File: src/common/crc24_cfg.svh
//////////////////////////////////////////////////////////////////////
// crc24 configuration
// word width, CRC width, generator polynomial and seed for the burst
// CRC24 engine
//////////////////////////////////////////////////////////////////////

`ifndef CRC24_CFG_SVH
`define CRC24_CFG_SVH

// one data word is accepted per enabled cycle
`define CRC24_WORD_W 64

// width of the CRC state and of the result
`define CRC24_W 24

// generator polynomial, x^24 term implied
`define CRC24_POLY 24'h328B63

// every burst starts from the all ones state
`define CRC24_SEED 24'hFFFFFF

`endif

File: src/common/crc24_pkg.sv
//////////////////////////////////////////////////////////////////////
// crc24 package
// CRC and word types plus the two XOR-network functions shared by
// the linear word reduction and the combiner
//////////////////////////////////////////////////////////////////////

`default_nettype none

`include "crc24_cfg.svh"

package crc24_pkg;

	// running CRC state
	typedef logic [`CRC24_W-1:0] crc_t;

	// one data word of a burst
	typedef logic [`CRC24_WORD_W-1:0] word_t;

	// number of earlier words a word covers
	// only 0 (sop, reseed) and 1 (chain on previous result) are legal
	typedef logic [3:0] covered_t;

	//////////////////////////////////////////////////////////////////////
	// linear contribution of one word
	//////////////////////////////////////////////////////////////////////

	// the CRC of a word starting from the zero state
	// bits go in most significant first, one LFSR step per bit
	// the loop unrolls into a flat 64 to 24 XOR network
	function automatic crc_t crc_lin(input word_t d);
		crc_t c;
		logic fb;
		c = '0;
		for (int i = `CRC24_WORD_W - 1; i >= 0; i--) begin
			fb = c[`CRC24_W-1] ^ d[i];
			c = {c[`CRC24_W-2:0], 1'b0};
			if (fb) begin
				c = c ^ `CRC24_POLY;
			end
		end
		return c;
	endfunction

	//////////////////////////////////////////////////////////////////////
	// zero evolution
	//////////////////////////////////////////////////////////////////////

	// advance a state through one word of zero bits
	// because the CRC is affine, the CRC of a longer message is this
	// evolved state XOR the linear contribution of the new word
	function automatic crc_t crc_zer64(input crc_t s);
		crc_t c;
		logic fb;
		c = s;
		for (int i = 0; i < `CRC24_WORD_W; i++) begin
			// data bit is zero so only the top state bit feeds back
			fb = c[`CRC24_W-1];
			c = {c[`CRC24_W-2:0], 1'b0};
			if (fb) begin
				c = c ^ `CRC24_POLY;
			end
		end
		return c;
	endfunction

endpackage

`default_nettype wire

File: src/hdl/crc24_burst_top.sv
//////////////////////////////////////////////////////////////////////
// crc24 burst engine top
// runs the word reduction and the framing control side by side and
// joins them in the combiner
//////////////////////////////////////////////////////////////////////

`timescale 1ns/1ps
`default_nettype none

module crc24_burst_top (
	input  wire logic             clk,
	input  wire logic             arst,
	input  wire logic             ena,
	input  wire crc24_pkg::word_t data,
	input  wire logic             valid,
	input  wire logic             sop,
	input  wire logic             eop,
	output crc24_pkg::crc_t       crc,
	output logic                  crc_done,
	output logic                  frame_err
);

	import crc24_pkg::*;

	// stage 1 results, all one enabled cycle behind the inputs
	crc_t     lin_crc;
	covered_t covered;
	logic     word_valid;
	logic     last_word;

	// data path, the heavy XOR reduction
	crc24_word_lin u_word_lin (
		.clk     (clk),
		.arst    (arst),
		.ena     (ena),
		.data    (data),
		.valid   (valid),
		.lin_crc (lin_crc)
	);

	// framing path, runs in parallel with the reduction
	crc24_span_ctl u_span_ctl (
		.clk        (clk),
		.arst       (arst),
		.ena        (ena),
		.valid      (valid),
		.sop        (sop),
		.eop        (eop),
		.covered    (covered),
		.word_valid (word_valid),
		.last_word  (last_word),
		.frame_err  (frame_err)
	);

	// final stage, result lands two enabled cycles after a word
	crc24_combine u_combine (
		.clk        (clk),
		.arst       (arst),
		.ena        (ena),
		.lin_crc    (lin_crc),
		.covered    (covered),
		.word_valid (word_valid),
		.last_word  (last_word),
		.crc        (crc),
		.crc_done   (crc_done)
	);

endmodule

`default_nettype wire

File: src/hdl/crc24_combine.sv
//////////////////////////////////////////////////////////////////////
// crc24 combiner
// joins the evolved seed or the previous CRC with the contribution of
// the current word and marks finished bursts
//////////////////////////////////////////////////////////////////////

`timescale 1ns/1ps
`default_nettype none

`include "crc24_cfg.svh"

module crc24_combine (
	input  wire logic               clk,
	input  wire logic               arst,
	input  wire logic               ena,
	input  wire crc24_pkg::crc_t    lin_crc,
	input  wire crc24_pkg::covered_t covered,
	input  wire logic               word_valid,
	input  wire logic               last_word,
	output crc24_pkg::crc_t         crc,
	output logic                    crc_done
);

	import crc24_pkg::*;

	// the seed advanced over one word is a constant
	localparam crc_t SEED_EVO = crc_zer64(`CRC24_SEED);

	// contribution and its framing delayed by one more enabled cycle
	crc_t     lin_r;
	covered_t covered_r;
	logic     word_valid_r;
	logic     last_word_r;

	// evolved start state picked by the covered count
	crc_t evo_sel;

	//////////////////////////////////////////////////////////////////////
	// alignment stage
	//////////////////////////////////////////////////////////////////////

	// contribution of the word now in the alignment stage
	always_ff @(posedge clk) begin
		if (ena) begin
			lin_r <= lin_crc;
		end
	end

	always_ff @(posedge clk or posedge arst) begin
		if (arst) begin
			covered_r    <= '0;
			word_valid_r <= 1'b0;
			last_word_r  <= 1'b0;
		end else if (ena) begin
			covered_r    <= covered;
			word_valid_r <= word_valid;
			last_word_r  <= last_word;
		end
	end

	//////////////////////////////////////////////////////////////////////
	// combine
	//////////////////////////////////////////////////////////////////////

	// crc already holds the previous word's result at the edge where
	// this word loads, so chaining needs no extra forwarding
	always_comb begin
		case (covered_r)
			covered_t'(0): evo_sel = SEED_EVO;
			covered_t'(1): evo_sel = crc_zer64(crc);
			default:       evo_sel = '0;
		endcase
	end

	always_ff @(posedge clk or posedge arst) begin
		if (arst) begin
			crc <= `CRC24_SEED;
		end else if (ena && word_valid_r) begin
			crc <= evo_sel ^ lin_r;
		end
	end

	// done is a single-cycle event that a stalled cycle does not repeat
	always_ff @(posedge clk or posedge arst) begin
		if (arst) begin
			crc_done <= 1'b0;
		end else begin
			crc_done <= ena && word_valid_r && last_word_r;
		end
	end

	//////////////////////////////////////////////////////////////////////
	// checks
	//////////////////////////////////////////////////////////////////////

	// the evolution select only has paths for 0 and 1 earlier words
	a_covered_range : assert property (
		@(posedge clk) disable iff (arst)
		covered <= covered_t'(1)
	);

	// the framing control must only mark a last word on a valid word
	// so that every crc_done follows a word that was really loaded
	a_done_after_valid : assert property (
		@(posedge clk) disable iff (arst)
		last_word |-> word_valid
	);

endmodule

`default_nettype wire

File: src/hdl/crc24_span_ctl.sv
//////////////////////////////////////////////////////////////////////
// crc24 burst framing control
// tracks sop/eop framing, decides how many earlier words each word
// covers and flags framing errors
//////////////////////////////////////////////////////////////////////

`timescale 1ns/1ps
`default_nettype none

module crc24_span_ctl (
	input  wire logic            clk,
	input  wire logic            arst,
	input  wire logic            ena,
	input  wire logic            valid,
	input  wire logic            sop,
	input  wire logic            eop,
	output crc24_pkg::covered_t  covered,
	output logic                 word_valid,
	output logic                 last_word,
	output logic                 frame_err
);

	import crc24_pkg::*;

	// set between an accepted sop and the matching eop
	logic in_burst;

	// a word is only looked at when the pipeline advances
	logic accept;

	// count of earlier words for the word now at the inputs
	covered_t covered_nxt;

	// misframe conditions for the word now at the inputs
	logic err_nxt;

	assign accept = ena && valid;

	// only a well-placed sop reseeds
	// a sop inside a burst and a stray word outside one both chain on
	// the previous result, so the CRC keeps advancing over them
	assign covered_nxt = (sop && !in_burst) ? covered_t'(0) : covered_t'(1);

	assign err_nxt = accept && ((sop && in_burst) || (!sop && !in_burst));

	//////////////////////////////////////////////////////////////////////
	// framing state
	//////////////////////////////////////////////////////////////////////

	// eop wins over sop so a single-word burst leaves the state idle
	always_ff @(posedge clk or posedge arst) begin
		if (arst) begin
			in_burst <= 1'b0;
		end else if (accept) begin
			if (eop) begin
				in_burst <= 1'b0;
			end else if (sop) begin
				in_burst <= 1'b1;
			end
		end
	end

	// the outputs to the combiner lag the inputs by one enabled cycle
	// which lines them up with lin_crc from the word reduction
	always_ff @(posedge clk or posedge arst) begin
		if (arst) begin
			covered    <= '0;
			word_valid <= 1'b0;
			last_word  <= 1'b0;
		end else if (ena) begin
			covered    <= valid ? covered_nxt : covered_t'(0);
			word_valid <= valid;
			last_word  <= valid && eop;
		end
	end

	// the error flag is a single-cycle event and drops again on a stalled cycle
	always_ff @(posedge clk or posedge arst) begin
		if (arst) begin
			frame_err <= 1'b0;
		end else begin
			frame_err <= err_nxt;
		end
	end

	//////////////////////////////////////////////////////////////////////
	// checks
	//////////////////////////////////////////////////////////////////////

	// unknown framing bits on an accepted word would turn the burst state
	// and every later covered count into X
	a_framing_known : assert property (
		@(posedge clk) disable iff (arst)
		accept |-> !$isunknown({sop, eop})
	);

endmodule

`default_nettype wire

File: src/hdl/crc24_word_lin.sv
//////////////////////////////////////////////////////////////////////
// crc24 word reduction
// registers the zero-state CRC of each accepted data word
//////////////////////////////////////////////////////////////////////

`timescale 1ns/1ps
`default_nettype none

module crc24_word_lin (
	input  wire logic             clk,
	input  wire logic             arst,
	input  wire logic             ena,
	input  wire crc24_pkg::word_t data,
	input  wire logic             valid,
	output crc24_pkg::crc_t       lin_crc
);

	import crc24_pkg::*;

	// combinational reduction of the incoming word
	// this is the wide part of the datapath, 64 inputs folded to 24
	crc_t lin_nxt;

	assign lin_nxt = crc_lin(data);

	// capture only words that are really accepted
	// idle and stalled cycles leave the last contribution in place,
	// the combiner ignores it unless its own valid copy is set
	always_ff @(posedge clk or posedge arst) begin
		if (arst) begin
			lin_crc <= '0;
		end else if (ena && valid) begin
			lin_crc <= lin_nxt;
		end
	end

	//////////////////////////////////////////////////////////////////////
	// checks
	//////////////////////////////////////////////////////////////////////

	// an X here would silently poison every later burst through the
	// combiner feedback, so catch it where it enters
	a_lin_known : assert property (
		@(posedge clk) disable iff (arst)
		!$isunknown(lin_crc)
	);

endmodule

`default_nettype wire

File: config.mk
export PLATFORM = sky130hd
export DESIGN_NAME = crc24_burst_top
export DESIGN_NICKNAME = d
export VERILOG_FILES = /design/src/common/crc24_pkg.sv /design/src/hdl/crc24_burst_top.sv /design/src/hdl/crc24_combine.sv /design/src/hdl/crc24_span_ctl.sv /design/src/hdl/crc24_word_lin.sv
export VERILOG_INCLUDE_DIRS = /design/src /design/src/common
export SDC_FILE = /design/constraint.sdc
export NUM_CORES = 1
export LEC_CHECK = 0
export ABC_AREA = 1
export ABC_CLOCK_PERIOD_IN_PS = 6440
export BUFFER_PORTS_ARGS = -buffer_cell sky130_fd_sc_hd__buf_2
export CORE_MARGIN = 2
export CORE_UTILIZATION = 55
export DETAILED_ROUTE_END_ITERATION = 10
export PLACE_DENSITY = 0.76
export SLEW_MARGIN = 20
export SYNTH_ARGS = -nofsm -noshare
export SYNTH_HDL_FRONTEND = slang
export SYNTH_SLANG_ARGS = --single-unit
File: constraint.sdc
create_clock -name clk -period 6.44 [get_ports clk]
set_input_delay 0.644 -clock clk [delete_from_list [all_inputs] [get_ports clk]]
set_output_delay 0.644 -clock clk [all_outputs]
set_load 0.05 [all_outputs]
==> results.json, run 1 <==
{
  "synth_cells": 3206,
  "stop_stage": "global routing",
  "synthDistinctLibCells": 46,
  "clockBufferDepth": 2,
  "grt_pass1_vias": 35638,
  "initial_core_util": 0.557,
  "syn_nets": 3277,
  "synthTopCellsByArea": "nand2_1 25%, xor2_1 14%, nand3_1 13%",
  "numPortBuffers": 95,
  "yosysSeqAreaShare": 0.114,
  "avgSynthCellArea_um2": 5.97,
  "tool.error": "[ERROR GRT-0116] Global routing finished with congestion. Check the congestion regions in the DRC Viewer.",
  "ios": 96,
  "fp.dieH_um": 191,
  "dp_hpwl_mm": 54.1,
  "status": "did not finish",
  "synthFlopType": "dfrtp_1",
  "grt_max_degree": 58,
  "die_w_um": 191,
  "synth_top_area_frac": 0.252,
  "grt_overflow": 4,
  "cts_max_level": 3,
  "clock-sinks": 81,
  "netlist_area_um2": 19100,
  "synth-seq-cells": 81,
  "place.gp.congestion": 1.02,
  "rows": 68,
  "synth_area_leader_cell": "nand2_1",
  "yosys_warnings": 0,
  "clockRootBuffer": "clkbuf_16",
  "grt_pass1_wl_mm": 222,
  "synth_edf_count": 24,
  "postCtsHoldBufs": 0,
  "grt.total_usage": 0.811,
  "async_flop_share": 0.704,
  "cts_buffers": 9
}
==> timing repair <==
item | in CTS
gates cloned | 4
pin swaps | 380
setup buffers | 198
endpoints found under the hold margin | 0
resized for setup | 956
endpoints found under the setup margin | 48
==> layer usage <==
layer	global-route usage	GRT overflow
met4	0.776	3
met3	0.714	0
met1	0.802	1
met2	0.940	0
met5	0.522	0
==> kinds of logic after synthesis <==
family          Yosys count  share of synthesized area
flops                    81                      0.114
compound gates           41                     0.0123
simple gates           2261                      0.585
fa+ha+maj                 1                   0.000654
xor+xnor                408                      0.200
buf+inv                 414                     0.0885
==> stage by stage <==
step	instance area [um2]	hold slack (ns)	setup WS [ns]	std cells	utilization
after floorplan	20200	0.425	-0.208	3206	-
after global placement	26100	0.430	-0.990	4387	0.759
after detailed placement	26100	0.433	-1.24	4387	0.759
after CTS	32400	0.447	-0.624	4604	0.942
==> cells in the mapped netlist, types with 2 or more instances <==
| master | instances |
|---|---|
| o21ai_1 | 17 |
| a21boi_1 | 2 |
| xnor2_1 | 91 |
| inv_6 | 2 |
| inv_2 | 74 |
| or2_1 | 11 |
| nand2_2 | 199 |
| xor2_1 | 296 |
| a21o_1 | 6 |
| buf_6 | 7 |
| nand2_8 | 5 |
| nor2_1 | 17 |
| nand3b_1 | 28 |
| nand3_4 | 11 |
| buf_2 | 8 |
| nand4_1 | 23 |
| nand2_1 | 1284 |
| nand3_1 | 507 |
| or2_2 | 12 |
| a31oi_1 | 3 |
| xor2_4 | 3 |
| inv_1 | 299 |
| nand3_2 | 72 |
| buf_4 | 5 |
| xor2_2 | 7 |
| nand2b_1 | 3 |
| clkbuf_1 | 5 |
| a21oi_1 | 3 |
| edfxtp_1 | 24 |
| xnor3_1 | 9 |
| dfrtp_1 | 33 |
| o21ai_0 | 7 |
| nor2_2 | 3 |
| inv_4 | 11 |
| nand2_4 | 85 |
| dfstp_2 | 24 |
==> inputs of run 2 (changes only) <==
--- a/config.mk
+++ b/config.mk
@@ -7,12 +7,12 @@
 export NUM_CORES = 1
 export LEC_CHECK = 0
 export ABC_AREA = 1
-export ABC_CLOCK_PERIOD_IN_PS = 6440
+export ABC_CLOCK_PERIOD_IN_PS = 8370
 export BUFFER_PORTS_ARGS = -buffer_cell sky130_fd_sc_hd__buf_2
 export CORE_MARGIN = 2
-export CORE_UTILIZATION = 55
+export CORE_UTILIZATION = 40
 export DETAILED_ROUTE_END_ITERATION = 10
-export PLACE_DENSITY = 0.76
+export PLACE_DENSITY_LB_ADDON = 0.15
 export SLEW_MARGIN = 20
 export SYNTH_ARGS = -nofsm -noshare
 export SYNTH_HDL_FRONTEND = slang
==> constraint.sdc (replaced) <==
create_clock -name clk -period 8.37 [get_ports clk]
set_input_delay 0.837 -clock clk [delete_from_list [all_inputs] [get_ports clk]]
set_output_delay 0.837 -clock clk [all_outputs]
set_load 0.05 [all_outputs]
==> results.json, run 2 <==
{
  "yosys_warnings": 0,
  "synthFlopType": "dfrtp_1",
  "period_share": 0.932,
  "cts_max_level": 3,
  "skew_ns": 0.0160,
  "nFillCells": 4992,
  "nNetsFinal": 3442,
  "synth_edf_count": 24,
  "drt-vias-per-instance": 5.02,
  "synth.most_common_cell": "nand2_1",
  "dp_hpwl_mm": 48.6,
  "yosysSeqAreaShare": 0.114,
  "rows": 80,
  "place.gp.congestion": 0.945,
  "path_class": "primary input to flip-flop",
  "cpPeakStageDelay_ns": 0.18,
  "areaGrowthSynthToFinish_pct": 14.5,
  "final.min_clock_period_ns": 7.80,
  "grt_max_degree": 58,
  "dpl_cell_area_um2": 20300,
  "cts_buffers": 9,
  "dieArea_um2": 49600,
  "synthTopCellsByCount": "1284 x nand2_1, 507 x nand3_1, 299 x inv_1",
  "finalSetupViolCount": 0,
  "async_flop_share": 0.704,
  "dr.first_iter.drc_count": 1370,
  "clock_latency_ns": 0.34,
  "cp.arrival_ns": 8.02,
  "final_cell_count_no_fill": 3991,
  "num_vias": 20042,
  "largestRegisters": "u_combine.crc x24, u_combine.lin_r x24, u_word_lin.lin_crc x24",
  "final_max_slew_viol_count": 0,
  "die_w_um": 223,
  "wirelength_mm": 58.4,
  "worstPathRequired_ns": 8.59,
  "grt_overflow": 0,
  "clockRootBuffer": "clkbuf_16",
  "most-common-layout-cells": "1240 x nand2_1, 476 x nand3_1, 293 x inv_1, 287 x xor2_1, 208 x nand2_2",
  "worstMarginPinSlew_ns": 1.05,
  "status": "complete, no violations",
  "final_common_cell": "nand2_1",
  "grt_pass1_vias": 18444,
  "place_inst": 3904,
  "fmax_mhz": 128,
  "drive_gt1_frac": 0.238,
  "cpMostUsedCell": "nand2_1",
  "drv_cap": 0,
  "tritoncts": "yes",
  "fin_util": 0.462,
  "syn_nets": 3277,
  "design_area_um2": 21900,
  "synth_area_leader_cell": "nand2_1",
  "synth-seq-cells": 81,
  "fp.dieH_um": 223,
  "critical_path.startpoint_type": "primary input",
  "grt.total_usage": 0.228,
  "path_max_fanout": 9,
  "path_clk_slew_ns": 0.07,
  "wl_per_cell_um": 14.6,
  "core_area_um2": 47400,
  "drt_first_pass_iters": 6,
  "netlist_area_um2": 19100,
  "synth_cells": 3206,
  "antenna_left": 0,
  "antenna_cells": 0,
  "grt_pass1_wl_mm": 93.5,
  "hold_viol": 0,
  "clockBufferDepth": 2,
  "drc": 0,
  "ios": 96,
  "crit_slowest_cell": "clkbuf_4",
  "hold_path.class": "flip-flop to flip-flop",
  "relSlewSlack": 0.301,
  "synthTopCellsByArea": "nand2_1 25%, xor2_1 14%, nand3_1 13%",
  "avgSynthCellArea_um2": 5.97,
  "numPortBuffers": 95,
  "antenna_found_initial": 0,
  "synthDistinctLibCells": 46,
  "end_kind": "flip-flop",
  "synth_top_area_frac": 0.252,
  "clock-sinks": 81,
  "initial_core_util": 0.403
}
-- run 2: worst paths after layout --
path	start	endpoint	slack (ns)	depth (start not counted)
max in group asynchronous	arst	u_word_lin.lin_crc[10]	7.13	3
min in group asynchronous	arst	u_word_lin.lin_crc[22]	0.74	3
hold reg to reg	u_word_lin.lin_crc[1]	u_combine.lin_r[1]	0.45	0
setup / recovery	data[61]	u_word_lin.lin_crc[9]	0.57	67
hold / removal	u_word_lin.lin_crc[1]	u_combine.lin_r[1]	0.45	0
setup reg to reg	u_combine.crc[22]	u_combine.crc[5]	0.63	62
-- run 2: layer usage --
layer / vias up / routed length (um) / global-route usage
met2: 422 / 27400 / 0.390
met3: 38 / 1980 / 0.0122
met5: - / 0 / 0
met1: 9200 / 28400 / 0.321
li1: 10382 / - / -
met4: 0 / 624 / 0.0340
-- run 2: stage by stage --
stage | hold slack (ns) | TNS [ns] | setup slack (ns)
after CTS | 0.447 | 0 | 0.113
final | 0.446 | 0 | 0.569
after detailed placement | 0.437 | -3.07 | -0.232
after global routing | 0.465 | -1.23 | -0.108
after global placement | 0.433 | -0.844 | -0.143
after floorplan | 0.425 | 0 | 1.53
-- run 2: cell type report --
cell class	count	area [um2]	share of cell area
Tap cell	615	769	0.0351
Inverter	387	1510	0.0690
Clock inverter	6	57.6	0.00263
Timing Repair Buffer	178	1140	0.0521
Clock buffer	10	250	0.0114
Sequential cell	81	2180	0.0997
Multi-Input combinational cell	2714	16000	0.730
-- run 2: logic make-up (layout without fill, tap and decap cells) --
group,Yosys count,after routing,synth area share
compound gates,41,41,0.0123
xor+xnor,408,408,0.200
fa+ha+maj,1,1,0.000654
buf+inv,414,581,0.0885
flops,81,81,0.114
simple gates,2261,2264,0.585
-- run 2: worst max-delay path: cells and delay by family --
kind | cells | cell delay (ns)
AND/OR/NAND/NOR | 59 | 6.44
buffers and inverters | 8 | 0.69
-- run 2: timing repair --
action | 4_1_cts | 5_1_grt
setup buffers | 0 | 68
setup endpoints to repair | 0 | 47
gates resized for setup | 0 | 166
hold buffers | 0 | 0
Power of run 2 is left out: the tool's default activity adds up to more than one toggle a clock period on the data nets, which glitch-free logic cannot reach.
